===== src/rtl/edram_settings.svh =====
`ifndef EDRAM_SETTINGS_SVH
`define EDRAM_SETTINGS_SVH

// Bits per user word.
`define EDRAM_WIDTH 32

// Words packed side by side in one physical row.
`define EDRAM_NUMWRDS 4

// Physical banks, each with its own memory port.
`define EDRAM_NUMBNK 4

// Rows per bank.
`define EDRAM_NUMROW 64

// Cycles from the edge that samples a memory read to valid mem_dout.
`define EDRAM_MEM_DELAY 2

`endif


===== src/rtl/edram_addr_pkg.sv =====
`default_nettype none

`include "edram_settings.svh"

package edram_addr_pkg;

  typedef logic [$clog2(`EDRAM_NUMWRDS)-1:0] lane_t;
  typedef logic [$clog2(`EDRAM_NUMBNK)-1:0]  bank_t;
  typedef logic [$clog2(`EDRAM_NUMROW)-1:0]  row_t;

  // User word address, lane in the low bits.
  typedef struct packed {
    row_t  row;
    bank_t bank;
    lane_t lane;
  } vaddr_t;

  // Physical address returned with each read.
  typedef struct packed {
    row_t  row;
    bank_t bank;
    lane_t lane;
  } padr_t;

endpackage

`default_nettype wire


===== src/rtl/edram_op_pkg.sv =====
`default_nettype none

`include "edram_settings.svh"

package edram_op_pkg;

  typedef logic [`EDRAM_WIDTH-1:0] word_t;

  // A full physical row, also the shape of the bit-write mask.
  typedef logic [`EDRAM_NUMWRDS*`EDRAM_WIDTH-1:0] phys_t;

  typedef enum logic [1:0] {
    CMD_IDLE,
    CMD_READ,
    CMD_WRITE,
    CMD_REFRESH
  } cmd_e;

endpackage

`default_nettype wire


===== src/rtl/edram_req_map.sv =====
`default_nettype none

`include "edram_settings.svh"

module edram_req_map (
  input  wire logic                                       clk,
  input  wire logic                                       rst,
  input  wire logic                                       refr,
  input  wire logic                                       read,
  input  wire logic                                       write,
  input  wire edram_addr_pkg::vaddr_t                     addr,
  input  wire edram_op_pkg::word_t                        din,
  output logic                                            ready,
  output logic [`EDRAM_NUMBNK-1:0]                        mem_read,
  output logic [`EDRAM_NUMBNK-1:0]                        mem_write,
  output logic [`EDRAM_NUMBNK-1:0]                        mem_refr,
  output edram_addr_pkg::row_t [`EDRAM_NUMBNK-1:0]        mem_addr,
  output edram_op_pkg::phys_t [`EDRAM_NUMBNK-1:0]         mem_bw,
  output edram_op_pkg::phys_t [`EDRAM_NUMBNK-1:0]         mem_din,
  output logic                                            trk_vld,
  output edram_addr_pkg::bank_t                           trk_bank,
  output edram_addr_pkg::padr_t                           trk_padr
);

  edram_op_pkg::cmd_e                              acc_cmd;
  edram_op_pkg::cmd_e                              rf_cmd;
  edram_addr_pkg::bank_t                           rf_ptr;
  edram_op_pkg::phys_t                             lane_mask;
  logic [`EDRAM_NUMBNK-1:0]                        nxt_read;
  logic [`EDRAM_NUMBNK-1:0]                        nxt_write;
  logic [`EDRAM_NUMBNK-1:0]                        nxt_refr;
  edram_addr_pkg::row_t [`EDRAM_NUMBNK-1:0]        nxt_addr;
  edram_op_pkg::phys_t [`EDRAM_NUMBNK-1:0]         nxt_bw;
  edram_op_pkg::phys_t [`EDRAM_NUMBNK-1:0]         nxt_din;

  // Write beats read, nothing is taken while not ready.
  always_comb begin
    acc_cmd = edram_op_pkg::CMD_IDLE;
    if (ready && write) begin
      acc_cmd = edram_op_pkg::CMD_WRITE;
    end else if (ready && read) begin
      acc_cmd = edram_op_pkg::CMD_READ;
    end
  end

  assign rf_cmd = (ready && refr) ? edram_op_pkg::CMD_REFRESH : edram_op_pkg::CMD_IDLE;

  assign lane_mask = edram_op_pkg::phys_t'({`EDRAM_WIDTH{1'b1}}) << (addr.lane * `EDRAM_WIDTH);

  // Only the addressed bank slot is loaded, the rest stay zero.
  always_comb begin
    nxt_read  = '0;
    nxt_write = '0;
    nxt_addr  = '0;
    nxt_bw    = '0;
    nxt_din   = '0;
    case (acc_cmd)
      edram_op_pkg::CMD_READ: begin
        nxt_read[addr.bank] = 1'b1;
        nxt_addr[addr.bank] = addr.row;
      end
      edram_op_pkg::CMD_WRITE: begin
        nxt_write[addr.bank] = 1'b1;
        nxt_addr[addr.bank]  = addr.row;
        nxt_bw[addr.bank]    = lane_mask;
        nxt_din[addr.bank]   = {`EDRAM_NUMWRDS{din}};
      end
      default: begin
      end
    endcase
  end

  always_comb begin
    nxt_refr = '0;
    if (rf_cmd == edram_op_pkg::CMD_REFRESH) begin
      nxt_refr[rf_ptr] = 1'b1;
    end
  end

  always_ff @(posedge clk) begin
    if (rst) begin
      ready     <= 1'b0;
      mem_read  <= '0;
      mem_write <= '0;
      mem_refr  <= '0;
      rf_ptr    <= '0;
      trk_vld   <= 1'b0;
    end else begin
      ready     <= 1'b1;
      mem_read  <= nxt_read;
      mem_write <= nxt_write;
      mem_refr  <= nxt_refr;
      trk_vld   <= (acc_cmd == edram_op_pkg::CMD_READ);
      // Round robin over the banks.
      if (rf_cmd == edram_op_pkg::CMD_REFRESH) begin
        if (rf_ptr == edram_addr_pkg::bank_t'(`EDRAM_NUMBNK - 1)) begin
          rf_ptr <= '0;
        end else begin
          rf_ptr <= rf_ptr + 1'b1;
        end
      end
    end
  end

  always_ff @(posedge clk) begin
    mem_addr      <= nxt_addr;
    mem_bw        <= nxt_bw;
    mem_din       <= nxt_din;
    trk_bank      <= addr.bank;
    trk_padr.row  <= addr.row;
    trk_padr.bank <= addr.bank;
    trk_padr.lane <= addr.lane;
  end

endmodule

`default_nettype wire


===== src/rtl/edram_rd_track.sv =====
`default_nettype none

`include "edram_settings.svh"

module edram_rd_track (
  input  wire logic                   clk,
  input  wire logic                   rst,
  input  wire logic                   trk_vld,
  input  wire edram_addr_pkg::bank_t  trk_bank,
  input  wire edram_addr_pkg::padr_t  trk_padr,
  output logic                        out_vld,
  output edram_addr_pkg::bank_t       out_bank,
  output edram_addr_pkg::padr_t       out_padr
);

  // Stage 0 lines up with the memory sampling the read,
  // the remaining stages follow the memory delay.
  localparam int DEPTH = `EDRAM_MEM_DELAY + 1;

  logic [DEPTH-1:0]                         vld_q;
  edram_addr_pkg::bank_t [DEPTH-1:0]        bank_q;
  edram_addr_pkg::padr_t [DEPTH-1:0]        padr_q;

  always_ff @(posedge clk) begin
    if (rst) begin
      vld_q <= '0;
    end else begin
      vld_q <= {vld_q[DEPTH-2:0], trk_vld};
    end
  end

  // Tags shift unconditionally, valid bits mark the live ones.
  always_ff @(posedge clk) begin
    bank_q <= {bank_q[DEPTH-2:0], trk_bank};
    padr_q <= {padr_q[DEPTH-2:0], trk_padr};
  end

  assign out_vld  = vld_q[DEPTH-1];
  assign out_bank = bank_q[DEPTH-1];
  assign out_padr = padr_q[DEPTH-1];

endmodule

`default_nettype wire


===== src/rtl/edram_rd_align.sv =====
`default_nettype none

`include "edram_settings.svh"

module edram_rd_align (
  input  wire logic                                      clk,
  input  wire logic                                      rst,
  input  wire logic                                      out_vld,
  input  wire edram_addr_pkg::bank_t                     out_bank,
  input  wire edram_addr_pkg::padr_t                     out_padr,
  input  wire edram_op_pkg::phys_t [`EDRAM_NUMBNK-1:0]   mem_dout,
  output logic                                           rd_vld,
  output edram_op_pkg::word_t                            rd_dout,
  output edram_addr_pkg::padr_t                          rd_padr
);

  edram_op_pkg::phys_t  row_sel;
  edram_op_pkg::word_t  word_sel;

  // Row from the bank that served the read.
  assign row_sel = mem_dout[out_bank];

  // Lane named in the tag.
  assign word_sel = row_sel[out_padr.lane * `EDRAM_WIDTH +: `EDRAM_WIDTH];

  always_ff @(posedge clk) begin
    if (rst) begin
      rd_vld <= 1'b0;
    end else begin
      rd_vld <= out_vld;
    end
  end

  // Data and tag hold their last value between reads.
  always_ff @(posedge clk) begin
    if (rst) begin
      rd_dout <= '0;
      rd_padr <= '0;
    end else if (out_vld) begin
      rd_dout <= word_sel;
      rd_padr <= out_padr;
    end
  end

endmodule

`default_nettype wire


===== src/rtl/edram_top.sv =====
`default_nettype none

`include "edram_settings.svh"

module edram_top (
  input  wire logic                                      clk,
  input  wire logic                                      rst,
  input  wire logic                                      refr,
  input  wire logic                                      read,
  input  wire logic                                      write,
  input  wire edram_addr_pkg::vaddr_t                    addr,
  input  wire edram_op_pkg::word_t                       din,
  output wire logic                                      ready,
  output wire logic                                      rd_vld,
  output wire edram_op_pkg::word_t                       rd_dout,
  output wire edram_addr_pkg::padr_t                     rd_padr,
  output wire logic [`EDRAM_NUMBNK-1:0]                  mem_read,
  output wire logic [`EDRAM_NUMBNK-1:0]                  mem_write,
  output wire logic [`EDRAM_NUMBNK-1:0]                  mem_refr,
  output wire edram_addr_pkg::row_t [`EDRAM_NUMBNK-1:0]  mem_addr,
  output wire edram_op_pkg::phys_t [`EDRAM_NUMBNK-1:0]   mem_bw,
  output wire edram_op_pkg::phys_t [`EDRAM_NUMBNK-1:0]   mem_din,
  input  wire edram_op_pkg::phys_t [`EDRAM_NUMBNK-1:0]   mem_dout
);

  // Read tag into the delay pipeline.
  wire logic                    trk_vld;
  wire edram_addr_pkg::bank_t   trk_bank;
  wire edram_addr_pkg::padr_t   trk_padr;

  // Tag out of the pipeline, aligned with mem_dout.
  wire logic                    out_vld;
  wire edram_addr_pkg::bank_t   out_bank;
  wire edram_addr_pkg::padr_t   out_padr;

  edram_req_map u_req_map (
    .clk       (clk),
    .rst       (rst),
    .refr      (refr),
    .read      (read),
    .write     (write),
    .addr      (addr),
    .din       (din),
    .ready     (ready),
    .mem_read  (mem_read),
    .mem_write (mem_write),
    .mem_refr  (mem_refr),
    .mem_addr  (mem_addr),
    .mem_bw    (mem_bw),
    .mem_din   (mem_din),
    .trk_vld   (trk_vld),
    .trk_bank  (trk_bank),
    .trk_padr  (trk_padr)
  );

  edram_rd_track u_rd_track (
    .clk      (clk),
    .rst      (rst),
    .trk_vld  (trk_vld),
    .trk_bank (trk_bank),
    .trk_padr (trk_padr),
    .out_vld  (out_vld),
    .out_bank (out_bank),
    .out_padr (out_padr)
  );

  edram_rd_align u_rd_align (
    .clk      (clk),
    .rst      (rst),
    .out_vld  (out_vld),
    .out_bank (out_bank),
    .out_padr (out_padr),
    .mem_dout (mem_dout),
    .rd_vld   (rd_vld),
    .rd_dout  (rd_dout),
    .rd_padr  (rd_padr)
  );

endmodule

`default_nettype wire


===== config.mk =====
export PLATFORM = sky130hd
export DESIGN_NAME = edram_top
export DESIGN_NICKNAME = d
export VERILOG_FILES = /design/src/rtl/edram_addr_pkg.sv /design/src/rtl/edram_op_pkg.sv /design/src/rtl/edram_req_map.sv /design/src/rtl/edram_rd_track.sv /design/src/rtl/edram_rd_align.sv /design/src/rtl/edram_top.sv
export VERILOG_INCLUDE_DIRS = /design/src /design/src/rtl
export SDC_FILE = /design/constraint.sdc
export NUM_CORES = 1
export LEC_CHECK = 0
export BUFFER_PORTS_ARGS = -buffer_cell sky130_fd_sc_hd__buf_2
export CORE_AREA = 3 3 639 641
export CTS_CLUSTER_SIZE = 30
export DETAILED_ROUTE_END_ITERATION = 10
export DIE_AREA = 0 0 642 644
export HOLD_SLACK_MARGIN = 0.02
export PLACE_DENSITY_LB_ADDON = 0.15
export SYNTH_ARGS = -nofsm -noshare
export SYNTH_HDL_FRONTEND = slang
export SYNTH_SLANG_ARGS = --single-unit

===== constraint.sdc =====
create_clock -name clk -period 2.75 [get_ports clk]
set_input_delay 0.275 -clock clk [delete_from_list [all_inputs] [get_ports clk]]
set_output_delay 0.275 -clock clk [all_outputs]
set_load 0.01 [all_outputs]

**After elaboration in Yosys (flattened, before gate mapping)**

Index checks and enable logic that the tools add are counted.

- Register bits after elaboration: 1150
- Input port bits: 559
- Logic and storage cells: 78

- Add/subtract/negate cells: 1
- $lt $le $gt $ge: 5
- Equality and inequality tests: 4
- Shift operators: 2
- Muxes and demuxes: 15
- Bitwise gates (word level): 6
- Reduce and logical (&&, ||, !) cells: 9

Operators with widths:

| cell | number |
|---|---|
| bitwise AND 512 bit | 2 |
| binary-select mux 128 bit (select 2 bit) | 1 |
| demux 128 bit (select 2 bit) | 1 |
| 2-to-1 mux 128 bit | 2 |
| indexed part select 128 x 8 -> 32 bit | 1 |
| << shifter 32 x 7 -> 128 bit, first input constant | 1 |
| bitwise AND 24 bit | 1 |
| demux 6 bit (select 2 bit) | 1 |
| less-than comparator 2 x 3 -> 1 bit, second input constant | 3 |
| OR reduction 2 bit | 4 |
| equality test 2 bit, second input constant | 3 |
| 2-to-1 mux 2 bit | 3 |
| 2-to-1 mux 6 bit | 1 |
| logical AND 1 bit | 5 |
| demux 1 bit (select 2 bit) | 2 |
| >= comparator 2 x 1 -> 1 bit, second input constant | 2 |
| 2-to-1 mux 1 bit | 4 |
| NOT 1 bit | 3 |
| adder 2 x 1 -> 2 bit, second input constant | 1 |
| equality test 2 x 1 -> 1 bit, second input constant | 1 |

**Longest topological paths before layout**

Gate-level depths: netlist (run 1).

- Word-level depth: 6
- Mapped depth: 7
- Depth with buffers taken out: 4

**Cells and area by module**

Synthesis (run 1) repeated with hierarchy kept, for this count alone.

- Cells, all modules: 2119
- Area, all modules: 18436.4 um^2

Modules (own cells, without submodules):

| module | times used | cells each | area an instance (um^2) | sequential area each (um^2) |
|---|---|---|---|---|
| edram_req_map | 1 | 1349 | 11796.3 | 3883.7 |
| edram_rd_align | 1 | 716 | 5750.5 | 860.8 |
| edram_rd_track | 1 | 54 | 889.6 | 780.7 |

**Worst setup path after synthesis (run 1)**

OpenSTA, ideal clock, no wires.

- Path kind: register to register
- Start: reg u_rd_track.padr_q (netlist bit u_rd_track.out_padr[0])
- End: reg u_rd_align.rd_dout[10]
- Library setup time: 120 ps
- Arrival: 1240 ps
- Required time: 2630 ps
- Path slack: 1390 ps
- Stages on the path, launching flop included: 8
- Path buffers: 3
- Clock period less this slack: 1360 ps
- Cells stage by stage: dfxtp_1 > buf_2 > buf_4 > buf_2 > mux2i_1 > a21oi_2 > nand3_1 > nand3_1

- Longest elaborated chain between the ends: 1

RTL lines:

| item | RTL line | RTL |
|---|---|---|
| start, declared | edram_rd_track.sv:22 | `edram_addr_pkg::padr_t [DEPTH-1:0] padr_q;` |
| start signal, assigned | edram_rd_track.sv:35 | `padr_q <= {padr_q[DEPTH-2:0], trk_padr};` |
| indexed part select 128 x 8 -> 32 bit | edram_rd_align.sv:24 | `` assign word_sel = row_sel[out_padr.lane * `EDRAM_WIDTH +: `EDRAM_WIDTH]; `` |
| end signal, assigned | edram_rd_align.sv:40 | `rd_dout <= word_sel;` |
| end, declared | edram_rd_align.sv:13 | `output edram_op_pkg::word_t rd_dout,` |

No other way between the ends.
A chain may end at the register's enable or synchronous reset.

**Worst setup path in the final report (run 1)**

- Start: reg u_rd_track.padr_q (netlist bit u_rd_track.out_padr[0])
- End: reg u_rd_align.rd_dout[9]

The elaborated chain is that of the path after synthesis.

==> metrics.md, run 1 <==
| Metric | Value |
|---|---|
| CTS tree | done |
| First-pass GRT wire length | 198900 um |
| Syn_nets | 2625 |
| Filler Cell Count | 47520 |
| RSZ-0062 raised after global routing | false |
| Clock transition at the registers of the reported paths | 0.06 ns |
| Post-DP HPWL | 139500 um |
| Adder-cell share of the synthesized area | 0.2746% |
| Initial DRT Pass Iterations | 5 |
| Syn avg cell area | 8.838 sq um |
| Placer congestion estimate | 0.7848 |
| Static Leak | 15.06 nW |
| Max_cap viols | 0 |
| CP arrival | 3.17 ns |
| Mux share of post-synthesis cell area | 14.61% |
| Run status | finished clean |
| Post-synthesis compound-gate area fraction | under 10% |
| Clock share of power | ~50% |
| Flop pwr share | 33.3% |
| Worst setup margin | 0.1520 ns |
| Max Slew Vio Count | 0 |
| Xor-xnor portion of the synthesized cell area | 0% |
| Yosys cell types | 27 |
| Share of cells above drive strength 1 | about three fifths |
| Top_reg_cell synth | dfxtp_1 |
| Buffers on Ports | roughly 1700 |
| Number of global-route vias before repair | 17360 |
| Via density per instance | between 2 and 2.5 |
| Switching Share | between 30% and 40% |
| Die height | 644 um |
| TritonCTS Buffers | 45 |
| Final setup violation count | 0 |
| Placed Cells | 8237 |
| Power Density | 405.4 nW/um^2 |
| Post-Synth Simple-Gate Area | 11.52% |
| Via count | 17220 |
| Slew of the pin with the lowest slew margin | 1.151 ns |
| Bufs on Longest Clock Path | 3 |
| Synth Instances | 2062 |
| Final ANT Viol Nets | 0 |
| Post-synth EDFFs | 0 |
| # nets final | 3615 |
| Wire per inst | 18.78 um |
| VDD IR max | 0.0004639 V |
| Crit end category | flop |
| Clock root buffer | clkbuf_16 |
| # H-tree levels | 2 |
| Post-layout util | 7.546% |
| Hold crit path type | in2reg |
| Synth Warn # | 0 |
| Setup crit start kind | flop |
| Post-synthesis async set-or-reset flop share | 0% |
| GRT Total Usage | 7.349% |
| Min Tclk post-route | 2.598 ns |
| Clk sinks | between 200 and 300 |
| DR iter-0 viols | 637 |
| Cell row count | around 230 |
| Die Wd | 642 um |
| P&R area growth vs syn | 66.81% |
| Fmax | slightly below 0.4 GHz |
| Most common cell after layout, fill and taps aside | buf_2 |
| Non-Filler Instances | 8513 |
| Wirelength, routed | about 160000 um |
| Remaining global-route overflow | 0 |
| Clk_lat worst skew | 0.70 ns |
| DRC viols | 0 |
| Largest net degree at the start of global routing | 57 |
| Mapped Area | 18220 sq um |
| Largest family of logic cells by synthesized area | buffers and inverters |
| Critical path class | reg2reg |
| Setup Skew | 0.03864 ns |
| Most frequent cells in the layout | buf_2 (1662), dfxtp_1 (268), mux2i_1 (262), dlygate4sd3_1 (173), and2_1 (128) |
| Top cells by area, synth | buf_4 (37%), dfxtp_1 (30%), mux2i_1 (15%), and2_1 (4.4%), nand3_1 (2.7%) |
| Yosys reg bits | 270 |
| Core Box Area | 402900 sq um |
| Share of the synthesized area in the top cell type | 37.20% |
| Req. time, crit path | 3.32 ns |
| Gate power share | 16.7% |
| Initial antenna violation count | 90 |
| Boundary Pins | 1663 |
| Initial Util | 4.524% |
| Worst-path maximum fanout | 22 |
| Die ar. | around 410000 sq um |
| Sequential-to-total area share from yosys stat | slightly below 30% |
| Net switching power | 3.901 mW |
| Post-CTS Setup Inserts | 0 |
| Setup WS pre-CTS | 0.04432 ns |
| Worst relative slew slack | between 20 and 25% |
| Internal power | between 8 and 9 mW |
| Area leader, netlist | buf_4 |
| Final hold vios | 0 |
| Final Cycle Share | a little over nine tenths |
sequential cells by signal, indices dropped and copies added, names as in the netlist, 2 cells and up:
signal / cells
u_rd_track.out_padr: 10
u_rd_track.vld_q: 3
u_req_map.mem_din: 128
u_req_map.trk_padr: 8
u_req_map.mem_read: 4
u_rd_align.rd_padr: 10
u_rd_track.padr_q: 20
u_req_map.mem_refr: 4
u_req_map.rf_ptr: 2
u_rd_align.rd_dout: 32
u_req_map.mem_write: 4
u_req_map.mem_bw: 16
u_req_map.mem_addr: 24
u_req_map.trk_bank: 2
routing by layer:
| metal | wire length, um | up-vias | GRT usage (%) |
|---|---|---|---|
| li1 | - | 7888 | - |
| met1 | 54590 | 8093 | 7.202 |
| met2 | 89680 | 1002 | 14.89 |
| met3 | 11180 | 218 | 2.036 |
| met4 | 4320 | 18 | 1.782 |
| met5 | 115 | - | 0 |
critical path, cell delays in order, from the launching register on:
cell           delay, ns
dfxtp_4             0.47
buf_12              0.24
buf_6               0.22
mux2i_1             0.20
dlygate4sd3_1       0.57
nand2_1             0.06
nand3_1             0.06
dlygate4sd3_1       0.55
nand3_1             0.07
through the flow:
step	area (sq um)	setup TNS (ns)	hold WS (ns)	total power, mW
finish	30400	0	0.08896	12.32
global route	30360	0	0.06521	13.14
CTS	30330	0	0.02004	13.04
detailed placement	27070	0	0.3128	6.134
global placement	27020	-0.4365	0.3136	6.136
floorplan	18230	0	0.3027	5.010
cells in the mapped netlist, types with 5 or more instances:
| master | number |
|---|---|
| a21oi_1 | 36 |
| a21oi_2 | 30 |
| a22oi_1 | 64 |
| and2_1 | 129 |
| buf_1 | 6 |
| buf_2 | 22 |
| buf_4 | 903 |
| clkbuf_1 | 31 |
| dfxtp_1 | 270 |
| mux2i_1 | 266 |
| nand2_1 | 107 |
| nand3_1 | 97 |
| nor2_1 | 60 |
| nor2b_1 | 7 |
| nor3_1 | 5 |
power by group through the flow:
| stage | Combinational [mW] | Sequential [mW] | Clock [mW] |
|---|---|---|---|
| final | 2.06 | 4.10 | 6.16 |
| after global routing | 2.27 | 4.11 | 6.76 |
| after CTS | 2.19 | 4.11 | 6.74 |
| after detailed placement | 1.94 | 4.19 | 0 |
| after global placement | 1.95 | 4.19 | 0 |
| after floorplan | 0.853 | 4.16 | 0 |
worst paths after layout:
kind                          start  depth (start not counted)  slack, ns                     end
min                   mem_dout[326]                          5       0.09   u_rd_align.rd_dout[6]
max reg2reg  u_rd_track.out_padr[0]                          8       0.15   u_rd_align.rd_dout[9]
max          u_rd_track.out_padr[0]                          8       0.15   u_rd_align.rd_dout[9]
min reg2reg   u_rd_track.padr_q[10]                          0       0.32  u_rd_track.out_padr[0]
logic make-up after synthesis:
| group | after synthesis |
|---|---|
| buffers and inverters | 969 |
| and+or+nand+nor | 422 |
| DFF | 270 |
| muxes | 266 |
| AOI/OAI and AO/OA | 131 |
| adders and majority gates | 4 |
timing repair:
item	in CTS	in global routing
endpoints found under the hold margin	196	0
pin swaps	0	0
hold buffers	173	0
endpoints found under the setup margin	1	3
resized for setup	1	3
area by class of cell:
class | instances | area (sq um) | share of cell area (%)
multi-input cells | 823 | 5826 | 19.16
flip-flops and latches | 270 | 5410 | 17.80
clock buffers | 59 | 1239 | 4.075
inverters | 4 | 15.01 | 0.04939
diodes | 22 | 55.05 | 0.1811
clock inverters | 22 | 277.8 | 0.9137
well taps | 5405 | 6763 | 22.25
repair buffers | 1908 | 10820 | 35.58
Power figures use the tool's default switching activity.
==> run 2: changes to the inputs <==
CTS_BUF_LIST = sky130_fd_sc_hd__clkbuf_4   (was unset)
==> run 2 against run 1 <==
Routed wire length is 3.1% higher. Clock-buffer cell count is 74 higher. Worst setup slack worse by 0.094 ns. Combinational power is 33% higher.
==> metrics.md, run 2 (synthesis results as in run 1) <==
| Metric | Value |
|---|---|
| Crit path launch | rst |
| Initial DRT Pass Iterations | 5 (unchanged) |
| Remaining global-route overflow | 0 (unchanged) |
| Die ar. | 413400 sq um (unchanged) |
| Wire per inst | 18.16 um (-3.3%) |
| # H-tree levels | 3 (+1) |
| Hold crit path type | in2reg |
| Worst relative slew slack | 21.66% (-1.4 points) |
| Largest net degree at the start of global routing | 57 (unchanged) |
| Slowest CP cell | nor2_4 |
| TritonCTS Buffers | 100 (+120%) |
| Max reg flops | 128 (unchanged) |
| Max_cap viols | 0 (unchanged) |
| Worst reg2reg path startpoint | u_rd_track.out_padr[0] |
| Clk sinks | 270 (unchanged) |
| Min Tclk post-route | 2.692 ns (+0.09385 ns) |
| Register-to-Register Setup Slack | 0.17 ns (+0.02 ns) |
| First-pass GRT wire length | 208300 um (+4.7%) |
| Cell chain of the critical path | dlygate4sd3_1 > dlygate4sd3_1 > buf_2 > dlygate4sd3_1 > nor2_4 > buf_4 > nand2_1 > nand3_1 |
| Crit end category | flop |
| Final Cycle Share | 97.88% (+3.4 points) |
| Final Power | 11.41 mW (-7.4%) |
| Final setup violation count | 0 (unchanged) |
| Initial Util | 4.524% (unchanged) |
| Req. time, crit path | 3.69 ns (+0.37 ns) |
| Setup WS pre-CTS | 0.04432 ns (unchanged) |
| Slew of the pin with the lowest slew margin | 1.172 ns (+0.02111 ns) |
| Clk_lat worst skew | 1.12 ns (+0.42 ns) |
| DRC viols | 0 (unchanged) |
| CTS tree | done |
| R2R cell count | 8 (unchanged) |
| Clock root buffer | clkbuf_4 |
| Worst-path maximum fanout | 24 (+9.1%) |
| Critical path class | in2reg |
| Most frequent cells in the layout | buf_2 (1662), dlygate4sd3_1 (656), mux2i_1 (262), dfxtp_1 (259), clkbuf_4 (133) |
| Critical path's top delay family | buffers and inverters |
| Wirelength, routed | 164800 um (+3.1%) |
| Critical path buffers and inverters | 5 (+1) |
| Worst setup margin | 0.05817 ns (-0.09385 ns) |
| Bufs on Longest Clock Path | 4 (+1) |
| VDD IR max | 0.0002005 V (-57%) |
| Non-Filler Instances | 9076 (+6.6%) |
| P&R area growth vs syn | 91.51% |
| Post-layout util | 8.663% (+1.1 points) |
| RSZ-0062 raised after global routing | false |
| Final hold vios | 0 (unchanged) |
| Most frequent CP cell | dlygate4sd3_1 |
| Clock transition at the registers of the reported paths | 0.07 ns (about the same) |
| Cell row count | 233 (unchanged) |
| Final ANT Viol Nets | 0 (unchanged) |
| Static Leak | 17.04 nW (+13%) |
| GRT Total Usage | 7.560% (+0.21 points) |
| Boundary Pins | 1663 (unchanged) |
| Placed Cells | 8237 (unchanged) |
| Setup crit start kind | input pin |
| Power Density | 326.8 nW/um^2 (-19%) |
| Largest stage delay, worst path | 0.91 ns (+0.34 ns) |
| Placer congestion estimate | 0.7848 (unchanged) |
| # nets final | 4159 (+15%) |
| DR iter-0 viols | 701 (+10%) |
| Buffers on Ports | 1662 (unchanged) |
| Die height | 644 um (unchanged) |
| Share of cells above drive strength 1 | 53.21% (-7.0 points) |
| Fmax | 0.3715 GHz (-3.5%) |
| Run status | finished clean |
| Worst R2R End | u_rd_align.rd_dout[20] |
| Via count | 19590 (+14%) |
| Biggest register | u_req_map.mem_din |
| Die Wd | 642 um (unchanged) |
| Number of global-route vias before repair | 20160 (+16%) |
| Max Slew Vio Count | 0 (unchanged) |
| Initial antenna violation count | 90 (unchanged) |
| Worst path depth | 8 (unchanged) |
| Via density per instance | 2.158 (+6.7%) |
| Min Hold Slack | 0.1740 ns (+0.08500 ns) |
| Core Box Area | 402900 sq um (unchanged) |
| CP arrival | 3.64 ns (+0.47 ns) |
| Worst setup path endpoint | u_rd_align.rd_dout[6] |
| Post-DP HPWL | 139500 um (unchanged) |
| Most common cell after layout, fill and taps aside | buf_2 |
| Regs by FF count | u_req_map.mem_din (128), u_rd_align.rd_dout (32), u_req_map.mem_addr (24) |
| Setup Skew | 0.1192 ns (+0.08055 ns) |
[run 2: layout make-up]
cell class                 count  area [sq um]
clock buffer                 133         998.5
tap                         5405          6763
fill                       47330        368000
clock inverter                21         95.09
timing repair buffer        2397         15730
multi-input combinational    823          5826
sequential                   270          5421
inverter                       4         15.01
antenna                       23         57.56
[run 2: timing repair]
action                                  in CTS  in global routing
gates resized for setup                     14                  3
gates cloned                                 0                  1
hold buffers                               656                  0
endpoints found under the setup margin     388                  7
setup buffers                                0                  5
hold endpoints to repair                   240                  0
[run 2: worst min path at each step]
stage / startpoint / end / cells after the start
after floorplan: addr[2] / u_req_map.trk_bank[0] / 0
after global placement: u_rd_track.padr_q[10] / u_rd_track.out_padr[0] / 0
after detailed placement: u_req_map.trk_padr[9] / u_rd_track.padr_q[9] / 0
after CTS: mem_dout[348] / u_rd_align.rd_dout[28] / 6
after global routing: mem_dout[408] / u_rd_align.rd_dout[24] / 5
final: mem_dout[312] / u_rd_align.rd_dout[24] / 5
[run 2: metrics by stage]
step                      setup TNS, ns  instance area [sq um]
after detailed placement              0                  27070
after global placement          -0.4365                  27020
final                                 0                  34900
after global routing                  0                  34880
after floorplan                       0                  18230
after CTS                             0                  34760
[run 2: where the power goes]
part	leakage, nW	switching, mW	internal (mW)	total, mW
registers	2.20	0.103	4.00	4.10
clock network	0.654	2.38	2.19	4.57
logic	14.2	1.29	1.45	2.74
total	17.0	3.76	7.64	11.4
[run 2: per-layer routing]
layer | track usage [%] | part of all wire [%] | routed length, um
met1 | 7.480 | 35 | 56950
met4 | 2.351 | 3.5 | 5715
met2 | 15.06 | 55 | 90810
met5 | 0 | 0.13 | 207
met3 | 2.007 | 6.8 | 11160
[run 2: worst reg2reg max path, delay by kind of cell (launching register included)]
family | cells | cell delay [ns]
flops | 1 | 0.45
buf+inv | 4 | 1.50
mux | 1 | 0.27
simple gates | 3 | 0.22
